File: src/hdl/ualink_pkg.sv
// command header layout for the 64-bit endpoint; the RAM address wraps at 256 words
package ualink_pkg;

   // opcode field of the header word, bits 63 to 48
   typedef enum logic [15:0] {
      OP_READ  = 16'h0145,
      OP_WRITE = 16'h0245
   } opcode_t;

   typedef logic [7:0] ram_addr_t; // command RAM word address

   localparam int BURST_WORDS = 8; // data words per write or read burst

   // header field positions
   localparam int OPCODE_LSB = 48;
   localparam int ADDR_LSB   = 0;

   // read request from parser to responder
   typedef struct packed {
      logic      valid;
      ram_addr_t addr; // first word of the burst
   } rd_req_t;

endpackage

File: src/hdl/axis_pkg.sv
// 64-bit stream beat types; tstrb and tuser are not carried, every beat is a full word
package axis_pkg;

   typedef logic [63:0] data_t; // one stream data word

   // one beat on any stream port of the endpoint
   typedef struct packed {
      data_t data;
      logic  last; // end of packet
   } axis_beat_t;

endpackage
File: src/hdl/read_responder.sv
// egress mux of read bursts and forwarded packets; the RAM is read as the burst drains, not at accept
`timescale 1ns/1ps

module read_responder (
   input  logic                  axi_aclk,
   input  logic                  axi_resetn,
   input  ualink_pkg::rd_req_t   rd_req,
   output logic                  rd_req_ready,
   output ualink_pkg::ram_addr_t ram_raddr,
   input  axis_pkg::data_t       ram_rdata,
   input  axis_pkg::axis_beat_t  fwd_beat,
   input  logic                  fwd_valid,
   output logic                  fwd_ready,
   output axis_pkg::axis_beat_t  m_axis_beat,
   output logic                  m_axis_tvalid,
   input  logic                  m_axis_tready
);
   import axis_pkg::*;
   import ualink_pkg::*;

   localparam int CNT_W = $clog2(BURST_WORDS + 1);

   typedef enum logic [1:0] {
      R_IDLE,
      R_FWD,
      R_BURST
   } state_t;

   state_t           state_q;
   state_t           state_d;
   axis_beat_t       out_q;        // egress output register
   logic             out_valid_q;
   logic             out_free;
   ram_addr_t        rd_addr_q;    // address of the next word to load
   logic [CNT_W-1:0] word_cnt_q;   // burst words loaded into out_q
   logic             data_ok_q;    // ram_rdata holds word word_cnt_q
   logic             last_word;
   logic             load_fwd;
   logic             load_ram;
   logic             rd_take;

   assign out_free  = !out_valid_q || m_axis_tready;
   assign last_word = (word_cnt_q == CNT_W'(BURST_WORDS - 1));
   assign rd_take   = rd_req.valid && rd_req_ready;

   // hold the address under stall so rdata keeps the pending word
   assign ram_raddr = load_ram ? ram_addr_t'(rd_addr_q + 1'b1) : rd_addr_q;

   assign m_axis_beat   = out_q;
   assign m_axis_tvalid = out_valid_q;

   always_comb begin
      state_d      = state_q;
      rd_req_ready = 1'b0;
      fwd_ready    = 1'b0;
      load_fwd     = 1'b0;
      load_ram     = 1'b0;
      case (state_q)
         R_IDLE: begin
            if (rd_req.valid) begin // request wins between packets
               rd_req_ready = 1'b1;
               state_d      = R_BURST;
            end else begin
               fwd_ready = out_free;
               if (fwd_valid && out_free) begin
                  load_fwd = 1'b1;
                  if (!fwd_beat.last) begin
                     state_d = R_FWD;
                  end
               end
            end
         end
         R_FWD: begin
            fwd_ready = out_free;
            if (fwd_valid && out_free) begin
               load_fwd = 1'b1;
               if (fwd_beat.last) begin
                  state_d = R_IDLE;
               end
            end
         end
         R_BURST: begin
            if (data_ok_q && out_free) begin
               load_ram = 1'b1;
               if (last_word) begin
                  state_d = R_IDLE;
               end
            end
         end
         default: state_d = R_IDLE;
      endcase
   end

   always_ff @(posedge axi_aclk) begin
      if (!axi_resetn) begin
         state_q     <= R_IDLE;
         out_valid_q <= 1'b0;
         data_ok_q   <= 1'b0;
         word_cnt_q  <= '0;
      end else begin
         state_q <= state_d;
         if (load_fwd || load_ram) begin
            out_valid_q <= 1'b1;
         end else if (m_axis_tready) begin
            out_valid_q <= 1'b0;
         end
         if (rd_take) begin
            word_cnt_q <= '0;
            data_ok_q  <= 1'b0; // first read is in flight
         end else if (state_q == R_BURST) begin
            data_ok_q <= !(load_ram && last_word);
            if (load_ram) begin
               word_cnt_q <= word_cnt_q + 1'b1;
            end
         end else begin
            data_ok_q <= 1'b0;
         end
      end
   end

   // payload path
   always_ff @(posedge axi_aclk) begin
      if (rd_take) begin
         rd_addr_q <= rd_req.addr;
      end else if (load_ram) begin
         rd_addr_q <= rd_addr_q + 1'b1;
      end
      if (load_fwd) begin
         out_q <= fwd_beat;
      end else if (load_ram) begin
         out_q <= '{data: ram_rdata, last: last_word};
      end
   end

endmodule

File: config.mk
export PLATFORM = sky130hd
export DESIGN_NAME = read_responder
export DESIGN_NICKNAME = d
export VERILOG_FILES = /design/src/hdl/ualink_pkg.sv /design/src/hdl/axis_pkg.sv /design/src/hdl/read_responder.sv
export SDC_FILE = /design/constraint.sdc
export NUM_CORES = 1
export LEC_CHECK = 0
export BUFFER_PORTS_ARGS = -buffer_cell sky130_fd_sc_hd__buf_2
export CORE_MARGIN = 2
export CORE_UTILIZATION = 44
export CTS_CLUSTER_DIAMETER = 150
export CTS_CLUSTER_SIZE = 12
export DETAILED_ROUTE_END_ITERATION = 16
export PLACE_DENSITY = 0.81
export SYNTH_ARGS = -nofsm -noshare
export SYNTH_HDL_FRONTEND = slang
export SYNTH_SLANG_ARGS = --single-unit
File: constraint.sdc
create_clock -name axi_aclk -period 3.25 [get_ports axi_aclk]
set_input_delay 0.4875 -clock axi_aclk [delete_from_list [all_inputs] [get_ports axi_aclk]]
set_output_delay 0.4875 -clock axi_aclk [all_outputs]
set_load 0.05 [all_outputs]
==> results by group <==
Timing
  • F_max: ~0.43 GHz
  • RSZ-0062 raised after global routing: false
  • Worst Setup Slack, final: ~910 ps
  • Final setup fails: 0
  • Final Max Slew Viols: 0
  • Setup_tns: 0 ps
  • Final Cycle Share: between 70 and 80%
  • Hold Vio Cnt, Final: 0
  • Period minus WS final: 2340 ps
  • Clock Skew: approximately 14 ps
  • Measured slew at the worst slew-check pin: 609 ps
  • Final Hold Slack: 356 ps
  • Slew HR: roughly three fifths

Floorplan
  • Initial Util: a little under half
  • Core Area: between 0.008 and 0.009 sq mm
  • Total Die Area: between 0.009 and 0.01 sq mm
  • Num rows: 33
  • Die height: 95.9 microns
  • Width of the die: ~96 microns
  • Boundary pin count: about 220

Yosys
  • Main flop type after synthesis: edfxtp_1
  • Post-Synthesis Cell Area: between 0.003 and 0.004 sq mm
  • Syn nets: approximately 370
  • FF+latch count, synth: 81
  • Synthesis Warnings: 0
  • EDFF count, synth: 65
  • Count leader, synth: edfxtp_1
  • Synth top cells by count: 65 x edfxtp_1, 43 x mux2_2, 29 x mux2_4, 16 x dfxtp_1, 9 x nor2_1
  • Cells after Synth: 229
  • Synthesized area per cell: roughly 16 sq um
  • Post-synth ARST share: 0%
  • Dominant cell type by area after synthesis: edfxtp_1
  • Netlist cell types: 36
  • Post-synthesis sequential area ratio: about three fifths
  • Area share of the leading cell type in the synthesized netlist: between 50% and 60%
  • Synth area leaders: edfxtp_1 53%, mux2_2 13%, mux2_4 12%, dfxtp_1 8.6%, xnor2_1 1.4%

Pwr
  • Switching pwr: between 0.8 and 0.9 mW
  • Reg power frac: 46.9%
  • Clk pwr share: between 20% and 30%
  • Switching share of power: between 30% and 40%
  • VDD IR-drop max: between 300 and 400 uV
  • Pwr Density: around 520 mW/mm^2
  • Internal Dissipation: between 1.5 and 2 mW
  • Leakage: 2.36 nW
  • Comb power frac: approximately a quarter

Final layout
  • Antenna cells: 0
  • Area occupied by multi-input gates: between 0.001 and 0.0015 sq mm
  • Syn-to-layout area delta: 37.9%
  • Layout cells sized above 1: between 60% and 70%
  • # fillers: around 670
  • # nets final: between 500 and 600
  • Non-Filler Instances: ~560
  • Register Area: between 0.002 and 0.0025 sq mm

Routing
  • Vias: between 2000 and 3000
  • Initial DRC Count: 83
  • DR pass1 iterations: 4
  • ANT nets after route: 0
  • Post-DR wirelength/cell: approximately 16 microns
  • Routed wire length: roughly 9000 microns
  • DRC viols: 0
  • Via density: about 4.8

Status
  • Status: finished clean

Clock tree
  • Bufs on Longest Clock Path: 2
  • Worst-skew pair later-pin latency: approximately 360 ps
  • Clk sinks: 81
  • H-tree Lvls: 3
  • Setup Fix Bufs, Post-CTS: 0
  • CTS tree: built
  • Worst-path clk slew: approximately 90 ps
  • Number of hold buffers added after CTS: 0
  • CTS root buffer: clkbuf_8
  • Clock buffer count from CTS: 9
  • CTS resizes: 0

Critical path
  • Worst Path Arrival: ~1900 ps
  • CP Data Required Time: approximately 2800 ps
  • Startpoint types: register
  • Internal reg-to-reg setup slack: around 1200 ps
  • CP Max Fanout: 9
  • Crit Path Class: reg2out
  • Crit end category: output pin

Global routing
  • Initial antenna violation count: 0
  • Total GRT Usage: a little under a fifth
  • Grt ovf: 0
  • Vias in the first global route: ~2600
  • Pin count of the biggest net entering global routing: 57
  • Wire length of the first global-routing pass: 12600 microns

Placed design
  • Placer congestion estimate: between 0.7 and 0.8
  • Placed insts: about 540
  • Pre-CTS WS: 909 ps
  • IO buf count: 217
  • Hpwl dp: approximately 7100 microns

Run
  • Maxcap violations: 0

Worst hold path
  • Worst min-delay path category: in2reg
kinds of logic (layout without fill, tap and decap cells):
group                    count (synthesis)  in the layout  share of synthesized area, %
buffers and inverters                   15            240                          2.70
adder cells (fa/ha/maj)                  2              2                         0.674
multiplexers                            74             74                          25.3
AO/OA/AOI/OAI                            5              5                         0.877
XOR/XNOR                                10             10                          2.36
flip-flops                              81             81                          61.2
AND/OR/NAND/NOR                         42             42                          6.88
flip-flops by register name, summed over array words and instances (netlist names):
name and flops:
word_cnt_q 4, m_axis_tvalid 1, data_ok_q 1, rd_addr_q 8
state_q 2, m_axis_beat 65
per-layer routing:
metal / vias up / part of all wire, % / global-route usage (%)
met3: 13 / 7.0 / 3.99
met5: - / 0 / 0
met2: 114 / 55 / 34.4
met4: 0 / 1.6 / 8.57
li1: 1303 / - / -
met1: 1272 / 36 / 19.9
through the flow:
step / power, mW / cell area, sq um / utilization [%]
6_report: 2.68 / 5120 / 62.3
5_1_grt: 2.79 / 5120 / 62.3
4_1_cts: 2.70 / 5120 / 62.3
3_5_place_dp: 1.97 / 4920 / 59.9
3_3_place_gp: 1.96 / 4920 / 59.9
2_1_floorplan: 1.78 / 3710 / -
path summary, 6_finish.rpt:
check                                   from         endpoint  depth (start not counted)
worst max-delay path              state_q[1]     ram_raddr[7]                          5
worst min register to register  rd_addr_q[7]     rd_addr_q[7]                          2
worst min-delay path               rd_req[6]     rd_addr_q[6]                          2
worst max register to register    state_q[0]  m_axis_beat[23]                          5
power by group through the flow:
| stage | clock, mW | combinational, mW | sequential, mW |
|---|---|---|---|
| after detailed placement | 0 | 0.692 | 1.28 |
| final | 0.736 | 0.689 | 1.26 |
| after global routing | 0.793 | 0.727 | 1.27 |
| after floorplan | 0 | 0.308 | 1.47 |
| after CTS | 0.750 | 0.693 | 1.26 |
| after global placement | 0 | 0.679 | 1.28 |
cell type report:
| class | instances | area share (%) |
|---|---|---|
| sequential | 81 | 44.4 |
| multi-input combinational | 133 | 26.5 |
| timing repair buffer | 220 | 22.4 |
| tap | 105 | 2.57 |
| clock buffer | 9 | 2.42 |
| clock inverter | 7 | 1.49 |
| inverter | 4 | 0.293 |
critical path, cell delays in order (launching register included):
cell     delay [ps]
dfxtp_1         460
and4b_1         280
nand3_1         120
nor2_1          220
xor2_1          150
buf_2           280
cell usage in the layout, fill, tap and decap left out, types with 2 or more instances in the layout:
cell | netlist | layout
inv_1 | 3 | 3
ha_1 | 2 | 2
a21oi_1 | 2 | 2
nor2_1 | 9 | 9
edfxtp_1 | 65 | 65
mux2_2 | 43 | 43
mux2i_1 | 2 | 2
nand2_1 | 7 | 6
clkbuf_8 | 0 | 9
nand4_1 | 6 | 6
nand3_4 | 1 | 2
and3_1 | 3 | 3
xnor2_1 | 6 | 6
nand3_1 | 3 | 2
xor2_1 | 4 | 4
mux2_4 | 29 | 29
dfxtp_1 | 16 | 16
buf_12 | 0 | 3
inv_6 | 0 | 3
buf_2 | 5 | 217
(Power assumes the default switching activity.)
