$ cat config.mk
export PLATFORM = sky130hd
export DESIGN_NAME = ingress_fifo
export DESIGN_NICKNAME = d
export VERILOG_FILES = /design/src/hdl/axis_pkg.sv /design/src/hdl/ingress_fifo.sv
export SDC_FILE = /design/constraint.sdc
export NUM_CORES = 1
export LEC_CHECK = 0
export BUFFER_PORTS_ARGS = -buffer_cell sky130_fd_sc_hd__buf_2
export CORE_ASPECT_RATIO = 1.75
export CORE_MARGIN = 2
export CORE_UTILIZATION = 30
export DETAILED_ROUTE_END_ITERATION = 12
export MAX_ROUTING_LAYER = met4
export PLACE_DENSITY_LB_ADDON = 0.12
export SYNTH_ARGS = -nofsm -noshare
export SYNTH_HDL_FRONTEND = slang
export SYNTH_SLANG_ARGS = --single-unit
$ cat constraint.sdc
create_clock -name axi_aclk -period 8 [get_ports axi_aclk]
set_clock_uncertainty 0.2 [all_clocks]
set_input_delay 0.8 -clock axi_aclk [delete_from_list [all_inputs] [get_ports axi_aclk]]
set_output_delay 0.8 -clock axi_aclk [all_outputs]
set_load 0.05 [all_outputs]
$ cat src/hdl/axis_pkg.sv
// 64-bit stream beat types; tstrb and tuser are not carried, every beat is a full word
package axis_pkg;

   typedef logic [63:0] data_t; // one stream data word

   // one beat on any stream port of the endpoint
   typedef struct packed {
      data_t data;
      logic  last; // end of packet
   } axis_beat_t;

endpackage
$ cat src/hdl/ingress_fifo.sv
// fall-through beat FIFO; needs FIFO_DEPTH_BITS >= 2, nearly_full flags two or fewer free entries
`timescale 1ns/1ps

module ingress_fifo #(
   parameter int FIFO_DEPTH_BITS = 4
) (
   input  logic                 axi_aclk,
   input  logic                 axi_resetn,
   input  axis_pkg::axis_beat_t wr_beat,
   input  logic                 wr_valid,
   output logic                 nearly_full,
   output axis_pkg::axis_beat_t rd_beat,
   output logic                 rd_valid,
   input  logic                 rd_pop
);
   import axis_pkg::*;

   localparam int DEPTH = 1 << FIFO_DEPTH_BITS;

   axis_beat_t                 mem [DEPTH];
   logic [FIFO_DEPTH_BITS-1:0] wr_ptr;
   logic [FIFO_DEPTH_BITS-1:0] rd_ptr;
   logic [FIFO_DEPTH_BITS:0]   count; // occupancy, one bit wider than the pointers
   logic                       do_wr;
   logic                       do_rd;

   assign do_wr = wr_valid && !nearly_full; // source sees ready as ~nearly_full
   assign do_rd = rd_pop && rd_valid;

   // head entry shown without a read cycle
   assign rd_valid = (count != '0);
   assign rd_beat  = mem[rd_ptr];

   // keeps two slots of slack behind ready
   assign nearly_full = (count >= (FIFO_DEPTH_BITS + 1)'(DEPTH - 2));

   always_ff @(posedge axi_aclk) begin
      if (!axi_resetn) begin
         wr_ptr <= '0;
         rd_ptr <= '0;
         count  <= '0;
      end else begin
         if (do_wr) begin
            wr_ptr <= wr_ptr + 1'b1;
         end
         if (do_rd) begin
            rd_ptr <= rd_ptr + 1'b1;
         end
         case ({do_wr, do_rd})
            2'b10:   count <= count + 1'b1;
            2'b01:   count <= count - 1'b1;
            default: count <= count; // idle or push and pop together
         endcase
      end
   end

   // storage
   always_ff @(posedge axi_aclk) begin
      if (do_wr) begin
         mem[wr_ptr] <= wr_beat;
      end
   end

endmodule

==> results of run 1 <==
## synthesized netlist by cell type (all sizes together)
cell and number:
edfxtp 1040, mux4 260, a22oi 130, nand2 72, clkbuf 60, buf 35, nor2 22, dfxtp 17
ha 9, inv 7, nand3 6, nor3 6, xor2 5, and2 4, nand2b 4, o21ai 4
nand4b 3, xnor2 3, a21oi 2, a31oi 2, and3 2, mux2i 2, nand4 2, nor2b 2
o211ai 2, o21a 2, or3 2, a2111oi 1, a21o 1, nand3b 1, nand4bb 1, o31a 1
or2 1, or4 1
## cells by family (layout without fill, tap and decap cells)
kind of cell,count (synthesis),in the layout,synth area share [%]
compound gates,145,145,2.72
buf+inv,102,369,1.36
xor+xnor,8,8,0.176
mux,262,262,14.8
fa+ha+maj,9,9,0.283
simple gates,129,129,1.45
flops,1057,1057,79.3
other cells,0,18,0
## power by group
part | switching [mW] | internal, mW
combinational | 1.92 | 1.19
clock | 2.05 | 2.61
sequential | 0.128 | 6.28
total | 4.10 | 10.1
## layout make-up
cell class / instances / area [um^2] / share of cell area (%)
multi-input cells: 553 / 7850 / 17.1
inverters: 7 / 26.3 / 0.0573
well taps: 1691 / 2120 / 4.62
diodes: 18 / 45.0 / 0.0983
clock buffers: 127 / 2630 / 5.73
clock inverters: 56 / 537 / 1.17
flip-flops and latches: 1057 / 31600 / 68.9
repair buffers: 179 / 1060 / 2.30
## final timing paths
kind	start	endpoint	depth (start not counted)
worst min register to register	wr_ptr[1]$_SDFFE_PN0P_	wr_ptr[1]$_SDFFE_PN0P_	2
worst max register to register	count[2]$_SDFFE_PN0P_	mem[12][50]$_DFFE_PP_	6
worst max-delay path	register	rd_beat[21]	5
worst min-delay path	axi_resetn	wr_ptr[3]$_SDFFE_PN0P_	2
## layer usage
| layer | part of all wire (%) | vias up | routed length (um) |
|---|---|---|---|
| li1 | - | 7698 | - |
| met1 | 43 | 10200 | 45900 |
| met2 | 50 | 412 | 53600 |
| met3 | 4.8 | 110 | 5150 |
| met4 | 1.6 | 0 | 1740 |
| met5 | 0 | - | 0 |
## sequential cells by signal (all words and copies together) (netlist names), named ones only
name    count
mem      1040
count       5
rd_ptr      4
wr_ptr      4
## worst reg2reg max path: stages (launching register included)
cell     delay (ps)
dfxtp_1         390
a31oi_1         360
and2_1          310
nand2_1         260
nor2_4          520
buf_4           610
buf_4           650
## through the flow
stage	total power, mW	hold WS (ps)
6_report	14.2	263
3_3_place_gp	9.74	299
5_1_grt	14.8	259
2_1_floorplan	8.90	277
4_1_cts	14.4	207
3_5_place_dp	9.75	323
==> results.cfg, run 1 <==
[clock_tree]
ctsLongestPathBuffers = 3
cts_hold_buffers = 0
clk_pin_slew_ps = 60
root_buffer = clkbuf_16
htreeDepth = 3
cts_resized = 0
cts_buffers = 99
clkLatencyLatePin_ps = 700
post_cts_buffers = 0
cts_sinks = 1057
tritoncts = built

[floorplan]
initial_core_util_pct = 30.2
core_area_um2 = 132000
die_area_um2 = 136000
rows = 176
fp.dieH_um = 486
ios = 136
die_w_um = 279

[global_routing]
busiest_layer = met2
grt_max_degree = 94
grt_first_pass_wirelength_mm = 153
grt_use_met2_pct = 26.8
grt_pass1_vias = 20200
overflow = 0
grtUsageTotal_pct = 16.4
grt.met1_usage_pct = 21.0
grt_util_met3_pct = 3.09
antenna_found_initial = 23

[route]
drt-wirelength-per-cell_um = 28.8
antenna_left = 0
drcViolationCount = 0
first_pass_iters = 5
drt_wl_total_mm = 106
num_vias = 18400
vias_per_cell = 4.99
drt_iter0_drc = 1547

[synth]
syn-cell-area_um2 = 39800
synth_top_cell_by_area = edfxtp_1
synth.distinct_cells = 39
synth-seq-cells = 1057
seq_area_frac_synth_pct = 79.3
synth_top_area_share_pct = 78.4
syn_nets = 1790
ys_top_cells_by_area = edfxtp_1 (78%), mux4_2 (15%), a22oi_1 (2.5%)
postSynthAreaPerCell_um2 = 23.3
syn_inst = 1712
yosysWarnings = 0

[timing]
setup_viol = 0
fin_crit_sh_pct = 58.5
setup_slack_ps = 3320
fmax_mhz = 214
slew_headroom_pct = 30.0
rsz0062_at_grt = false
worst_slew_pin_slew_ps = 1050
post-route-min-period_ps = 4680
slew_violations = 0
fin_setup_tns_ps = 0
final_hold_viol_count = 0

[setup_path]
crit_chain = buf_12, mux4_2, a22oi_1, nand2_1, buf_2
path_class = reg -> out
path_max_fanout = 85
endpoint_kind = primary output
path_delay_family = flip-flops
worstPathRequired_ps = 7000
crit_path_top_delay_cell = dfxtp_4
regToRegSetupSlack_ps = 4290
worstPathArrival_ps = 3680
cp-start-kind = register
slowest_delay_ps = 770
timing.critical_path.buf_inv = 2

[final_layout]
synthToLayoutAreaGrowth_pct = 15.1
nets = 1975
instances_no_fill = 3688
finish.utilization_pct = 34.8
nFillCells = 12200
layout_common_cells = edfxtp_1 (1040), mux4_2 (260), buf_2 (135)
final_common_cell = edfxtp_1
stdcell_area_um2 = 45800
drive_above_1_share_pct = 30.6

[flow_run]
cap_viol_max_count = 0

[power]
p_per_area_nw_per_um2 = 309
ir_drop_v = 0.000166
p_leak_nw = 14.1

[place]
dp_hpwl_mm = 55.4
place_ws_ps = 3860
place_area_um2 = 42600
dp_cells = 3487
gp_congestion = 0.712
portBuffers = 135

[min_path]
worstHoldPathType = in -> reg

[outcome]
outcome = complete, no violations
Power figures use the tool's default switching activity.
==> run 2, diff against run 1 <==
Clock period 8 ns to 4.65 ns, I/O delays scaled along.
==> results.cfg, run 2 (synthesized netlist as in run 1, its figures left out) <==
[timing]
fmax_mhz = 260
fin_setup_tns_ps = 0
rsz0062_at_grt = false
worst_slew_pin_slew_ps = 1080
hold_ws_ps = 308
slew_violations = 0
fin_crit_sh_pct = 82.9
slew_headroom_pct = 27.4
final_hold_viol_count = 0
post-route-min-period_ps = 3850
setup_slack_ps = 797
setup_viol = 0

[floorplan]
initial_core_util_pct = 30.2
core_area_um2 = 132000
ios = 136
die_area_um2 = 136000
fp.dieH_um = 486
rows = 176
die_w_um = 279

[clock_tree]
root_buffer = clkbuf_16
ctsLongestPathBuffers = 3
cts_sinks = 1057
clkLatencyLatePin_ps = 700
htreeDepth = 3
tritoncts = built
cts_buffers = 101
post_cts_buffers = 0
clk_pin_slew_ps = 60
cts_hold_buffers = 68
cts_resized = 0

[place]
portBuffers = 135
gp_congestion = 0.700
place_area_um2 = 43400
dp_hpwl_mm = 56.2
place_ws_ps = 1370

[route]
drt_iter0_drc = 1378
num_vias = 18600
drcViolationCount = 0
drt_wl_total_mm = 105
vias_per_cell = 4.93
first_pass_iters = 5
antenna_left = 0
drt-wirelength-per-cell_um = 27.7

[setup_path]
crit_chain = buf_4, mux4_2, a22oi_1, nand2_1, buf_2
path_class = reg -> out
r2r-start = count[1]$_SDFFE_PN0P_
crit_path_top_delay_cell = dfxtp_4
cp-start-kind = register
worstPathRequired_ps = 3980
regToRegSetupSlack_ps = 1400
path_delay_family = flip-flops
reg2reg_depth = 9
slowest_delay_ps = 830
worstPathArrival_ps = 3190
r2r-end = count[4]$_SDFFE_PN0P_
timing.critical_path.buf_inv = 2
endpoint_kind = primary output
path_max_fanout = 37

[global_routing]
grt_max_degree = 66
grt_pass1_vias = 20700
overflow = 0
grt_first_pass_wirelength_mm = 151
antenna_found_initial = 16
grtUsageTotal_pct = 16.1

[final_layout]
final_common_cell = edfxtp_1
nets = 2075
largest_registers = mem x1040, count x5
synthToLayoutAreaGrowth_pct = 18.9
stdcell_area_um2 = 47400
drive_above_1_share_pct = 30.9
largest_reg_flops = 1040
top_register = mem
layout_common_cells = edfxtp_1 (1040), mux4_2 (260), buf_2 (135)

[power]
p_leak_nw = 14.7
ir_drop_v = 0.000261
p_per_area_nw_per_um2 = 520

[outcome]
outcome = complete, no violations

[flow_run]
cap_viol_max_count = 0

[min_path]
worstHoldPathType = reg -> reg
min_path_cells = 2
hp-start = wr_ptr[1]$_SDFFE_PN0P_
whs_endpoint = wr_ptr[1]$_SDFFE_PN0P_
==> run 2: cell count changes in the layout (fill, tap and decap cells not counted), sizes merged <==
cell         previous run  this run
clkinv                 44        50
bufinv                  9         7
dlygate4sd3             0        68
clkbuf                127       123
diode                  18        11
inv                     7        10
buf                   179       209
==> run 2: power by group <==
part | leakage [nW] | total, mW | switching [mW] | internal (mW)
clock | 1.59 | 8.12 | 3.62 | 4.50
sequential | 9.53 | 11.0 | 0.207 | 10.8
combinational | 3.56 | 5.49 | 3.28 | 2.21
total | 14.7 | 24.6 | 7.10 | 17.5
==> run 2: area by class of cell <==
cell class | instances | area (um^2)
Timing Repair Buffer | 277 | 2500
Multi-Input combinational cell | 553 | 7880
Tap cell | 1691 | 2120
Fill cell | 12100 | 84300
Clock buffer | 123 | 2680
Clock inverter | 63 | 543
Sequential cell | 1057 | 31600
Antenna cell | 11 | 27.5
Inverter | 7 | 26.3
==> run 2: per-layer routing <==
metal	up-vias	global-route usage [%]	share of wire (%)
li1	7900	-	-
met1	10200	20.1	42
met2	387	27.5	52
met3	124	2.29	4.0
met4	0	4.56	1.9
met5	-	-	0
==> run 2: how the worst max path moves through the flow <==
stage | cells past startpoint | slack, ps | start | to
after global routing | 5 | 610 | register | rd_beat[31]
after detailed placement | 5 | 1370 | count[2]$_SDFFE_PN0P_ | mem[1][38]$_DFFE_PP_
after floorplan | 6 | 40 | count[2]$_SDFFE_PN0P_ | mem[12][0]$_DFFE_PP_
final | 5 | 800 | register | rd_beat[53]
after CTS | 5 | 640 | register | rd_beat[53]
after global placement | 5 | 1430 | register | rd_beat[53]
==> run 2: worst reg2reg max path: stages, from the launching register on <==
cell and delay [ps]:
dfxtp_1 380, or4_4 600, o21ai_4 230, inv_2 60, ha_1 300, ha_1 380, o21ai_0 90, or3_1 360
a2111oi_0 430, nand4b_1 170
==> run 2: through the flow <==
| stage | util [%] | cells | power (mW) |
|---|---|---|---|
| after CTS | 35.9 | 3771 | 25.1 |
| after global placement | 33.0 | 3517 | 16.8 |
| final | 36.0 | 3782 | 24.6 |
| after detailed placement | 33.0 | 3517 | 16.9 |
| after global routing | 36.0 | 3782 | 25.7 |
| after floorplan | - | 1712 | 15.3 |
==> run 3, diff against run 2 <==
Clock period 4.65 ns to 3.82 ns, I/O delays scaled along.
==> results.cfg, run 3 (synthesized netlist as in run 1, its figures left out) <==
[final_layout]
multiInputGateArea_um2 = 7880
drive_above_1_share_pct = 30.6
instances_no_fill = 3770
largest_reg_flops = 1040
top_register = mem
nets = 2061
nFillCells = 12100
regArea_um2 = 31600
layout_common_cells = edfxtp_1 (1040), mux4_2 (260), buf_2 (135)
finish.utilization_pct = 35.9
final_common_cell = edfxtp_1
stdcell_area_um2 = 47300
largest_registers = mem x1040, count x5
synthToLayoutAreaGrowth_pct = 18.7

[route]
drt-wirelength-per-cell_um = 27.3
num_vias = 18700
drt_iter0_drc = 1302
drcViolationCount = 0
vias_per_cell = 4.95
drt_wl_total_mm = 103
antenna_left = 0
first_pass_iters = 5

[setup_path]
worstPathArrival_ps = 2940
worstPathRequired_ps = 3240
crit_chain = buf_12, mux4_2, a22oi_1, nand2_1, buf_2
crit_path_top_delay_cell = mux4_2
endpoint_kind = primary output
path_max_fanout = 56
path_class = reg -> out
slowest_delay_ps = 560
cp-start-kind = register

[floorplan]
die_w_um = 279
core_area_um2 = 132000
die_area_um2 = 136000
initial_core_util_pct = 30.2
ios = 136
rows = 176
fp.dieH_um = 486

[power]
p_leak_nw = 14.6
power_mw = 30.4
p_per_area_nw_per_um2 = 643
ir_drop_v = 0.000410

[clock_tree]
cts_resized = 0
cts_buffers = 101
cts_sinks = 1057
root_buffer = clkbuf_16
clk_pin_slew_ps = 60
clkLatencyLatePin_ps = 690
post_cts_buffers = 0
tritoncts = built
ctsLongestPathBuffers = 3
htreeDepth = 3

[min_path]
worstHoldPathType = reg -> reg

[timing]
setup_viol = 0
rsz0062_at_grt = false
post-route-min-period_ps = 3520
fin_setup_tns_ps = 0
slew_headroom_pct = 48.9
worst_slew_pin_slew_ps = 766
slew_violations = 0
fmax_mhz = 284
fin_crit_sh_pct = 92.2
final_hold_viol_count = 0

[place]
dp_hpwl_mm = 51.1
portBuffers = 135
gp_congestion = 0.707
dp_cells = 3502
place_area_um2 = 43200

[global_routing]
overflow = 0
antenna_found_initial = 15
grtUsageTotal_pct = 15.8
grt_pass1_vias = 20500
grt_first_pass_wirelength_mm = 148
grt_max_degree = 91

[flow_run]
cap_viol_max_count = 0

[outcome]
outcome = complete, no violations
-- run 3: what timing repair did --
item	CTS	global route
hold buffers	69	0
endpoints found under the hold margin	1052	0
setup endpoints to repair	0	0
-- run 3: layer usage --
metal  global-route usage, %  routed length, um
met5                       -                  0
met4                    3.98               1890
met3                    2.58               3930
met2                    25.8              52000
met1                    20.5              45100
-- run 3: cell type report --
type / instances / area share, %
multi-input combinational: 553 / 16.7
clock buffer: 115 / 5.50
inverter: 7 / 0.0556
clock inverter: 70 / 1.57
antenna: 14 / 0.0741
sequential: 1057 / 66.8
timing repair buffer: 263 / 4.88
tap: 1691 / 4.47
-- run 3: report_power, final --
group | total, mW | switching, mW | internal (mW) | leakage [nW]
combinational | 6.81 | 4.05 | 2.76 | 3.47
sequential | 13.3 | 0.166 | 13.1 | 9.53
clock | 10.3 | 4.41 | 5.85 | 1.64
-- run 3: worst paths after layout --
| path | startpoint | to | slack [ps] | cells after the start |
|---|---|---|---|---|
| max | register | rd_beat[31] | 300 | 5 |
| max reg2reg | count[1]$_SDFFE_PN0P_ | count[4]$_SDFFE_PN0P_ | 630 | 9 |
| min | wr_ptr[1]$_SDFFE_PN0P_ | wr_ptr[1]$_SDFFE_PN0P_ | 330 | 2 |
| min reg2reg | wr_ptr[1]$_SDFFE_PN0P_ | wr_ptr[1]$_SDFFE_PN0P_ | 330 | 2 |
-- run 3: through the flow --
stage | hold slack, ps | setup slack [ps]
6_report | 328 | 300
2_1_floorplan | 277 | -794
3_5_place_dp | 308 | 649
5_1_grt | 366 | 71.6
3_3_place_gp | 305 | 624
4_1_cts | 320 | 159
-- run 3: critical path, delay by kind of cell, from the launching register on --
family,cells,cell delay (ps)
AO/OA/AOI/OAI,1,230
buffers and inverters,2,690
flip-flops,1,490
multiplexers,1,560
AND/OR/NAND/NOR,1,210
