==> src/hdl/ualink_pkg.sv <==
// command header layout for the 64-bit endpoint; the RAM address wraps at 256 words
package ualink_pkg;

   // opcode field of the header word, bits 63 to 48
   typedef enum logic [15:0] {
      OP_READ  = 16'h0145,
      OP_WRITE = 16'h0245
   } opcode_t;

   typedef logic [7:0] ram_addr_t; // command RAM word address

   localparam int BURST_WORDS = 8; // data words per write or read burst

   // header field positions
   localparam int OPCODE_LSB = 48;
   localparam int ADDR_LSB   = 0;

   // read request from parser to responder
   typedef struct packed {
      logic      valid;
      ram_addr_t addr; // first word of the burst
   } rd_req_t;

endpackage

==> src/hdl/axis_pkg.sv <==
// 64-bit stream beat types; tstrb and tuser are not carried, every beat is a full word
package axis_pkg;

   typedef logic [63:0] data_t; // one stream data word

   // one beat on any stream port of the endpoint
   typedef struct packed {
      data_t data;
      logic  last; // end of packet
   } axis_beat_t;

endpackage
==> src/hdl/ualink_cmd_parser.sv <==
// header decoder; a write stores at most BURST_WORDS beats, extra beats and read payloads are dropped
`timescale 1ns/1ps

module ualink_cmd_parser (
   input  logic                  axi_aclk,
   input  logic                  axi_resetn,
   input  axis_pkg::axis_beat_t  fifo_beat,
   input  logic                  fifo_valid,
   output logic                  fifo_pop,
   output axis_pkg::axis_beat_t  fwd_beat,
   output logic                  fwd_valid,
   input  logic                  fwd_ready,
   output ualink_pkg::rd_req_t   rd_req,
   input  logic                  rd_req_ready,
   output logic                  ram_we,
   output ualink_pkg::ram_addr_t ram_waddr,
   output axis_pkg::data_t       ram_wdata
);
   import ualink_pkg::*;

   localparam int CNT_W = $clog2(BURST_WORDS + 1);

   typedef enum logic [2:0] {
      ST_HEADER,
      ST_WR_DATA,
      ST_RD_REQ,
      ST_RD_DRAIN,
      ST_FORWARD
   } state_t;

   state_t           state_q;
   state_t           state_d;
   opcode_t          hdr_op;
   ram_addr_t        hdr_addr;
   ram_addr_t        wr_addr_q;  // next RAM word of the write burst
   logic [CNT_W-1:0] wr_cnt_q;   // data beats stored so far
   ram_addr_t        rd_addr_q;
   logic             rd_last_q;  // read header was also the last beat
   logic             hdr_write;
   logic             hdr_read;

   // header fields are only meaningful in ST_HEADER
   assign hdr_op    = opcode_t'(fifo_beat.data[OPCODE_LSB +: $bits(opcode_t)]);
   assign hdr_addr  = fifo_beat.data[ADDR_LSB +: $bits(ram_addr_t)];
   assign hdr_write = (hdr_op == OP_WRITE);
   assign hdr_read  = (hdr_op == OP_READ);

   // other packets pass straight through from the FIFO head
   assign fwd_beat  = fifo_beat;

   assign ram_waddr = wr_addr_q;
   assign ram_wdata = fifo_beat.data;

   // request stays up until the responder takes it
   assign rd_req = '{valid: (state_q == ST_RD_REQ), addr: rd_addr_q};

   always_comb begin
      state_d   = state_q;
      fifo_pop  = 1'b0;
      fwd_valid = 1'b0;
      ram_we    = 1'b0;
      case (state_q)
         ST_HEADER: begin
            if (fifo_valid) begin
               if (hdr_write) begin
                  fifo_pop = 1'b1;
                  if (!fifo_beat.last) begin
                     state_d = ST_WR_DATA;
                  end
               end else if (hdr_read) begin
                  fifo_pop = 1'b1;
                  state_d  = ST_RD_REQ;
               end else begin
                  fwd_valid = 1'b1; // header is part of the forwarded packet
                  if (fwd_ready) begin
                     fifo_pop = 1'b1;
                     if (!fifo_beat.last) begin
                        state_d = ST_FORWARD;
                     end
                  end
               end
            end
         end
         ST_WR_DATA: begin
            if (fifo_valid) begin
               fifo_pop = 1'b1;
               ram_we   = (wr_cnt_q < CNT_W'(BURST_WORDS)); // beyond the burst is dropped
               if (fifo_beat.last) begin
                  state_d = ST_HEADER;
               end
            end
         end
         ST_RD_REQ: begin
            if (rd_req_ready) begin
               state_d = rd_last_q ? ST_HEADER : ST_RD_DRAIN;
            end
         end
         ST_RD_DRAIN: begin
            if (fifo_valid) begin
               fifo_pop = 1'b1;
               if (fifo_beat.last) begin
                  state_d = ST_HEADER;
               end
            end
         end
         ST_FORWARD: begin
            fwd_valid = fifo_valid;
            if (fifo_valid && fwd_ready) begin
               fifo_pop = 1'b1;
               if (fifo_beat.last) begin
                  state_d = ST_HEADER;
               end
            end
         end
         default: state_d = ST_HEADER;
      endcase
   end

   always_ff @(posedge axi_aclk) begin
      if (!axi_resetn) begin
         state_q  <= ST_HEADER;
         wr_cnt_q <= '0;
      end else begin
         state_q <= state_d;
         if (state_q == ST_HEADER && fifo_pop && hdr_write) begin
            wr_cnt_q <= '0;
         end else if (ram_we) begin
            wr_cnt_q <= wr_cnt_q + 1'b1;
         end
      end
   end

   // addresses latched from the header
   always_ff @(posedge axi_aclk) begin
      if (state_q == ST_HEADER && fifo_pop) begin
         wr_addr_q <= hdr_addr;
         rd_addr_q <= hdr_addr;
         rd_last_q <= fifo_beat.last;
      end else if (ram_we) begin
         wr_addr_q <= wr_addr_q + 1'b1; // wraps at 256
      end
   end

endmodule

==> config.mk <==
export PLATFORM = sky130hd
export DESIGN_NAME = ualink_cmd_parser
export DESIGN_NICKNAME = d
export VERILOG_FILES = /design/src/hdl/ualink_pkg.sv /design/src/hdl/axis_pkg.sv /design/src/hdl/ualink_cmd_parser.sv
export SDC_FILE = /design/constraint.sdc
export NUM_CORES = 1
export LEC_CHECK = 0
export ABC_AREA = 0
export BUFFER_PORTS_ARGS = -buffer_cell sky130_fd_sc_hd__buf_2
export CORE_AREA = 2 2 86 88
export CTS_CLUSTER_SIZE = 20
export DETAILED_ROUTE_END_ITERATION = 8
export DIE_AREA = 0 0 88 90
export MAX_ROUTING_LAYER = met4
export PLACE_DENSITY = 0.77
export SLEW_MARGIN = 20
export SYNTH_ARGS = -nofsm -noshare
export SYNTH_HDL_FRONTEND = slang
export SYNTH_SLANG_ARGS = --single-unit
export TNS_END_PERCENT = 5
==> constraint.sdc <==
create_clock -name axi_aclk -period 1.5 [get_ports axi_aclk]
set_input_delay 0.075 -clock axi_aclk [delete_from_list [all_inputs] [get_ports axi_aclk]]
set_output_delay 0.075 -clock axi_aclk [all_outputs]
set_load 0.005 [all_outputs]
==> summary.md, run 1 <==
| Metric | Value |
|---|---|
| Outcome | finished, final reports clean |
| Mapped Nets | ~320 |
| Reg2Reg Capture Point | state_q[1]$_SDFFE_PN0P_ |
| Fmax | a little under 700 MHz |
| Chip height | approximately 90 um |
| Antenna violations before repair | 0 |
| Grt met2 use | approximately 17% |
| CTS Sinks | 24 |
| CTS tree | yes |
| Gr busiest metal | met2 |
| Sw Share | 34.09% |
| Clock power share | 14.6% |
| CTS Buf Count | 3 |
| CTS max path bufs | 2 |
| CTS clk-pin slew, worst paths | 0.08 ns |
| Drt pass-1 iters | 4 |
| List of most frequent post-synthesis cells | buf_4 (130), edfxtp_1 (17), nor2_1 (17), nand2_1 (9), a21oi_1 (8) |
| Met3 usage | 2.571% |
| Skew final | between 0.002 and 0.003 ns |
| ANT cells | 0 |
| GRT Residual Overflow | 0 |
| Initial Util | about 33% |
| Reg-to-Reg Start | state_q[1]$_SDFFE_PN0P_ |
| CP max stage delay | about 0.38 ns |
| Top-count cell post-synth | buf_4 |
| Hold Path Cell Cnt | 1 |
| Worst VDD drop | around 0.31 mV |
| Final Core Density | between 30 and 40% |
| Minimum hold slack | approximately 0.034 ns |
| Routed via count | 1438 |
| Crit path DAT | 1.62 ns |
| Layout cells sized above 1 | 62.03% |
| Register-to-Register Path Depth | 6 |
| Clock Latency Late Sink | between 0.2 and 0.3 ns |
| Number of port buffers | 98 |
| Synth Cell Area | ~0.0023 mm^2 |
| Post-synth ARST share | 0% |
| EDFF count, synth | 17 |
| Syn Inst Count | between 200 and 250 |
| Yosys warnings | 0 |
| Hold WC Path Type | in2reg |
| Lkg Pwr | between 0.9 and 1 nW |
| Hold endpoint | rd_addr_q[6]$_DFFE_PP_ |
| Worst Setup End Kind | register |
| Crit Path Class | reg2reg |
| Max Cap Viol | 0 |
| Ys flop type | edfxtp_1 |
| Full die area | between 0.007 and 0.008 mm^2 |
| H-tree levels | 1 |
| Crit-path cells | nor4b_4, nand3_1, o311a_1, o211a_4, nor2_1, nor3_2 |
| Sequential Power Share | between 40% and 50% |
| Chip width | 88 um |
| Filler cells | 724 |
| First-iteration detailed-routing DRC count | 85 |
| GPL Wtd Cong | roughly 0.82 |
| Setup TNS | 0 ns |
| Psw | around 900 uW |
| Met1 usage | 10.97% |
| FP Rows | 31 |
| Power Density | between 1000 and 1500 mW/mm^2 |
| DR DRC count | 0 |
| Hold path start | fifo_beat[7] |
| Critical path's top delay family | simple AND/OR/NAND/NOR gates |
| GRT Util Overall | a little over a tenth |
| Io pins | ~220 |
| Vias in the first global route | ~1300 |
| Wirelength per Cell | between 10 and 15 um |
| HPWL after detailed placement | 3579 um |
| Area share of the largest cell type after synthesis | a little over two fifths |
| #FFs+latches synth | 24 |
| Core area | approximately 0.0070 mm^2 |
| R2r setup slk | slightly below 0.04 ns |
| Synth cell types | 40 |
| DR vias/cell | roughly 4.3 |
| Unrepaired setup endpoints after global routing | true |
| Post-CTS setup buffer count | 0 |
| CP Buf/Inv Count | 0 |
| Syn avg cell area | slightly above 9 um^2 |
| Internal | 1.732 mW |
| Worst-Margin Slew | between 0.2 and 0.3 ns |
| Fin crit share | 97.39% |
| Slew Viols, Final | 0 |
| Critical Path RT | 1.66 ns |
| Slowest-stage cell, CP | dfxtp_4 |
| Post-route antenna net violation count | 0 |
| CTS Hold Buffers Added | 0 |
| Combinational power share | between 40% and 50% |
| First-pass GRT wire length | about 6500 um |
| Fin. Hold Viols | 0 |
| Cell taking the most area after synthesis | buf_4 |
| Largest net degree at the start of global routing | 14 |
| Sequential area share after synthesis | approximately 28% |
| Top post-synthesis cells by area | buf_4 (43%), edfxtp_1 (22%), dfxtp_1 (6.1%) |
| Routed wire length | 4426 um |
| Final setup violation count | 0 |
| Worst setup SP type | register |
| Clk root buf | clkbuf_8 |
| Worst-path maximum fanout | 6 |
| Post-layout net count | 310 |
| Fin crit period | between 1 and 1.5 ns |
| Relative slew slack | 80.35% |
| Area grow syn2layout | -5.137% |
## sequential cells by signal, summed over array words and instances (netlist names)
| register | count |
|---|---|
| wr_cnt_q | 4 |
| rd_last_q | 1 |
| rd_addr_q | 8 |
| state_q | 3 |
| ram_waddr | 8 |
## power groups by stage
stage               sequential, mW  clock [mW]  combinational, mW
floorplan                     1.07           0              0.865
global placement              1.08           0               1.05
detailed placement            1.09           0               1.08
CTS                           1.08       0.394               1.09
global route                  1.11       0.426               1.27
finish                        1.09       0.385               1.15
## cells by family (layout without fill, tap and decap cells)
group	after synthesis	after routing	synth area share, %
AO/OA/AOI/OAI	22	22	7.924
XOR/XNOR	8	8	3.060
adder cells (fa/ha/maj)	2	2	1.093
buffers and inverters	135	126	43.77
flip-flops	24	24	28.42
multiplexers	2	2	1.093
AND/OR/NAND/NOR	53	53	14.64
## final cells by class
type,instances,area [um^2],area share (%)
multi-input combinational,87,676.9,31.16
sequential,24,659.4,30.36
timing repair buffer,119,651.9,30.01
tap,99,123.9,5.703
clock buffer,4,45.04,2.074
inverter,3,15.01,0.6912
## timing repair
action / CTS / global route
resized for setup: 4 / 11
pin swaps: 0 / 6
endpoints found under the setup margin: 18 / 34
cloned: 0 / 0
## worst reg2reg max path: stages, from the launching register on
cell and delay (ns):
dfxtp_4 0.38, nor4b_4 0.33, nand3_1 0.12, o311a_1 0.15, o211a_4 0.17, nor2_1 0.15, nor3_2 0.06
## worst max path at each step
stage                                 start                 endpoint  slack [ns]  depth (start not counted)
CTS                 state_q[0]$_SDFFE_PN0P_   ram_waddr[4]$_DFFE_PP_       0.002                          5
global placement              fifo_beat[59]   ram_waddr[0]$_DFFE_PP_       -0.14                          8
detailed placement            fifo_beat[59]   ram_waddr[4]$_DFFE_PP_       -0.18                          8
floorplan                     fifo_beat[59]   rd_addr_q[0]$_DFFE_PP_       -0.02                          6
finish              state_q[1]$_SDFFE_PN0P_  state_q[1]$_SDFFE_PN0P_        0.04                          6
global route        state_q[1]$_SDFFE_PN0P_  state_q[0]$_SDFFE_PN0P_       -0.05                          6
## stage by stage
stage          area, um^2  worst slack [ns]  std cells  power (mW)
2_1_floorplan        2297          -0.02164        246       1.937
3_3_place_gp         2078           -0.1406        332       2.125
3_5_place_dp         2078           -0.1790        332       2.170
4_1_cts              2133          0.002482        336       2.566
5_1_grt              2172          -0.05222        336       2.813
6_report             2172           0.03919        336       2.627
## layout by cell type, fill, tap and decap left out, types with 2 or more instances in the layout
cell type / netlist / final
edfxtp_1: 17 / 17
o21a_1: 2 / 2
dfxtp_4: 0 / 2
nor2_1: 17 / 15
a21oi_2: 1 / 2
and3_1: 2 / 2
nor2b_1: 4 / 3
nand2_1: 9 / 9
nor2_2: 0 / 2
nor3_1: 3 / 2
clkbuf_8: 0 / 3
inv_1: 3 / 2
buf_4: 130 / 20
nand3_1: 6 / 6
dfxtp_1: 7 / 4
xnor2_1: 4 / 4
or2b_2: 2 / 2
a21oi_1: 8 / 7
buf_2: 0 / 98
xor2_1: 4 / 4
nor4b_4: 2 / 2
## metal layers
layer  wire (um)  up-vias
li1            -      667
met5           0        -
met4         221        0
met1        1636      655
met3         363       39
met2        2205       77
Power figures use the tool's default switching activity.
==> run 2: changes to the inputs <==
Settings changed: CORE_AREA 2 2 86 88 to 2 2 84 86, DIE_AREA 0 0 88 90 to 0 0 86 88, PLACE_DENSITY 0.77 to 0.78.
Clock period 1.5 ns to 1.8 ns, I/O delays scaled along.
==> summary.md, run 2 (synthesized netlist as in run 1, its figures left out) <==
| Metric | Value |
|---|---|
| Chip height | 88 um |
| Outcome | finished, final reports clean |
| Critical Path RT | about 1.8 ns |
| Final setup violation count | 0 |
| DR vias/cell | 4.483 |
| CTS max path bufs | 2 |
| Final cell count without fillers | roughly 300 |
| CTS clk-pin slew, worst paths | approximately 0.09 ns |
| Crit Path Class | reg2reg |
| GRT Util Overall | a little over a tenth |
| Worst-path maximum fanout | 16 |
| CTS Buf Count | 3 |
| Hold WC Path Type | in2reg |
| Slew Viols, Final | 0 |
| DR top layer | met4 |
| Critical path launch point | state_q[1]$_SDFFE_PN0P_ |
| Setup TNS | 0 ns |
| Wirelength per Cell | roughly 15 um |
| Io pins | about 220 |
| CTS Sinks | 24 |
| H-tree levels | 1 |
| FP Rows | 30 |
| Routed met1 length | 1540 um |
| Largest net degree at the start of global routing | 17 |
| Reg2Reg Capture Point | ram_waddr[1]$_DFFE_PP_ |
| Worst VDD drop | just under 0.3 mV |
| Layout cells sized above 1 | 54.50% |
| R2r setup slk | a little over 0.2 ns |
| Fin crit share | roughly nine tenths |
| Cells after DPL | slightly below 300 |
| Pre-CTS WS | roughly 0.013 ns |
| Hold Path Cell Cnt | 1 |
| CTS tree | yes |
| Fin crit period | 1.593 ns |
| Routed via count | ~1400 |
| Full die area | around 0.0076 mm^2 |
| Register-to-Register Path Depth | 4 |
| Core area | between 0.006 and 0.007 mm^2 |
| Drt pass-1 iters | 6 |
| HPWL after detailed placement | 3810 um |
| Chip width | between 80 and 90 um |
| Routed wire length | 4402 um |
| Overall Power | between 2 and 2.5 mW |
| DR DRC count | 0 |
| Number of port buffers | ~100 |
| Final worst setup slack | between 0.2 and 0.25 ns |
| Power Density | 1079 mW/mm^2 |
| Minimum hold slack | approximately 0.038 ns |
| Most common cell after layout, fill and taps aside | buf_2 |
| GPL Wtd Cong | 0.8418 |
| Filler cells | between 600 and 700 |
| Area post-placement | roughly 0.002 mm^2 |
| Antenna violations before repair | 0 |
| Relative slew slack | 78.41% |
| Worst setup SP type | register |
| Max Cap Viol | 0 |
| Final Core Density | 30.40% |
| Met2 wire length | between 2000 and 2500 um |
| Post-layout net count | 295 |
| Area grow syn2layout | -11.80% |
| Worst Setup End Kind | register |
| Initial Util | 34.46% |
| Critical Path Sink | ram_waddr[1]$_DFFE_PP_ |
| Final instance area | around 0.0020 mm^2 |
| Post-route antenna net violation count | 0 |
| Clock Latency Late Sink | between 0.2 and 0.3 ns |
| Reg-to-Reg Start | state_q[1]$_SDFFE_PN0P_ |
| Fmax | 627.8 MHz |
| Most frequent cells in the layout | buf_2 (98), nor2_1 (17), edfxtp_1 (17), nand2_1 (9), a21oi_1 (8) |
| Worst-Margin Slew | 0.3239 ns |
| First-pass GRT wire length | around 6300 um |
| DR WL met3 | 534 um |
| ANT cells | 0 |
| Lkg Pwr | about 0.92 nW |
| CTS Hold Buffers Added | 0 |
| Unrepaired setup endpoints after global routing | false |
| GRT Residual Overflow | 0 |
| Crit path DAT | ~1.6 ns |
| First-iteration detailed-routing DRC count | 48 |
| Clk root buf | clkbuf_8 |
| Fin. Hold Viols | 0 |
| Skew final | about 0.012 ns |
| Vias in the first global route | 1242 |
[run 2: cell count changes in the layout (fill, tap and decap cells not counted), sizes merged]
| cell | previous run | this run |
|---|---|---|
| clkinvlp | 1 | 0 |
| clkbuf | 4 | 3 |
| inv | 2 | 3 |
| bufinv | 0 | 1 |
| buf | 119 | 104 |
[run 2: worst max-delay path, cell delays in order, from the launching register on]
cell	delay (ns)
dfxtp_1	0.40
nor2_1	0.27
o2111ai_4	0.19
buf_12	0.18
mux2_4	0.29
[run 2: power by group]
part | internal (mW) | switching, mW
registers | 0.774 | 0.128
clock network | 0.297 | 0.167
logic | 0.414 | 0.398
[run 2: layer usage]
metal	GRT usage (%)	vias to the layer above
li1	-	635
met2	19.45	100
met1	10.68	604
met4	4.618	0
met3	3.582	15
met5	-	-
[run 2: layout make-up]
type                       instances  area, um^2  share of cell area (%)
sequential                        24       651.9                   32.28
multi-input combinational         87       636.9                   31.54
timing repair buffer             104       548.0                   27.14
tap                               80       100.1                   4.957
clock buffer                       3       41.29                   2.045
clock inverter                     1       30.03                   1.487
inverter                           3       11.26                  0.5576
[run 2: what timing repair did]
item / CTS / global route
resized for setup: 0 / 1
setup buffers: 0 / 0
hold endpoints to repair: 0 / 0
endpoints found under the setup margin: 0 / 1
[run 2: worst min-delay path by stage]
stage,start,end
finish,fifo_beat[3],rd_addr_q[2]$_DFFE_PP_
global route,fifo_beat[1],rd_addr_q[0]$_DFFE_PP_
CTS,fifo_beat[1],rd_addr_q[0]$_DFFE_PP_
detailed placement,fifo_beat[19],fwd_beat[19]
global placement,fifo_beat[19],fwd_beat[19]
floorplan,fifo_beat[1],rd_addr_q[0]$_DFFE_PP_
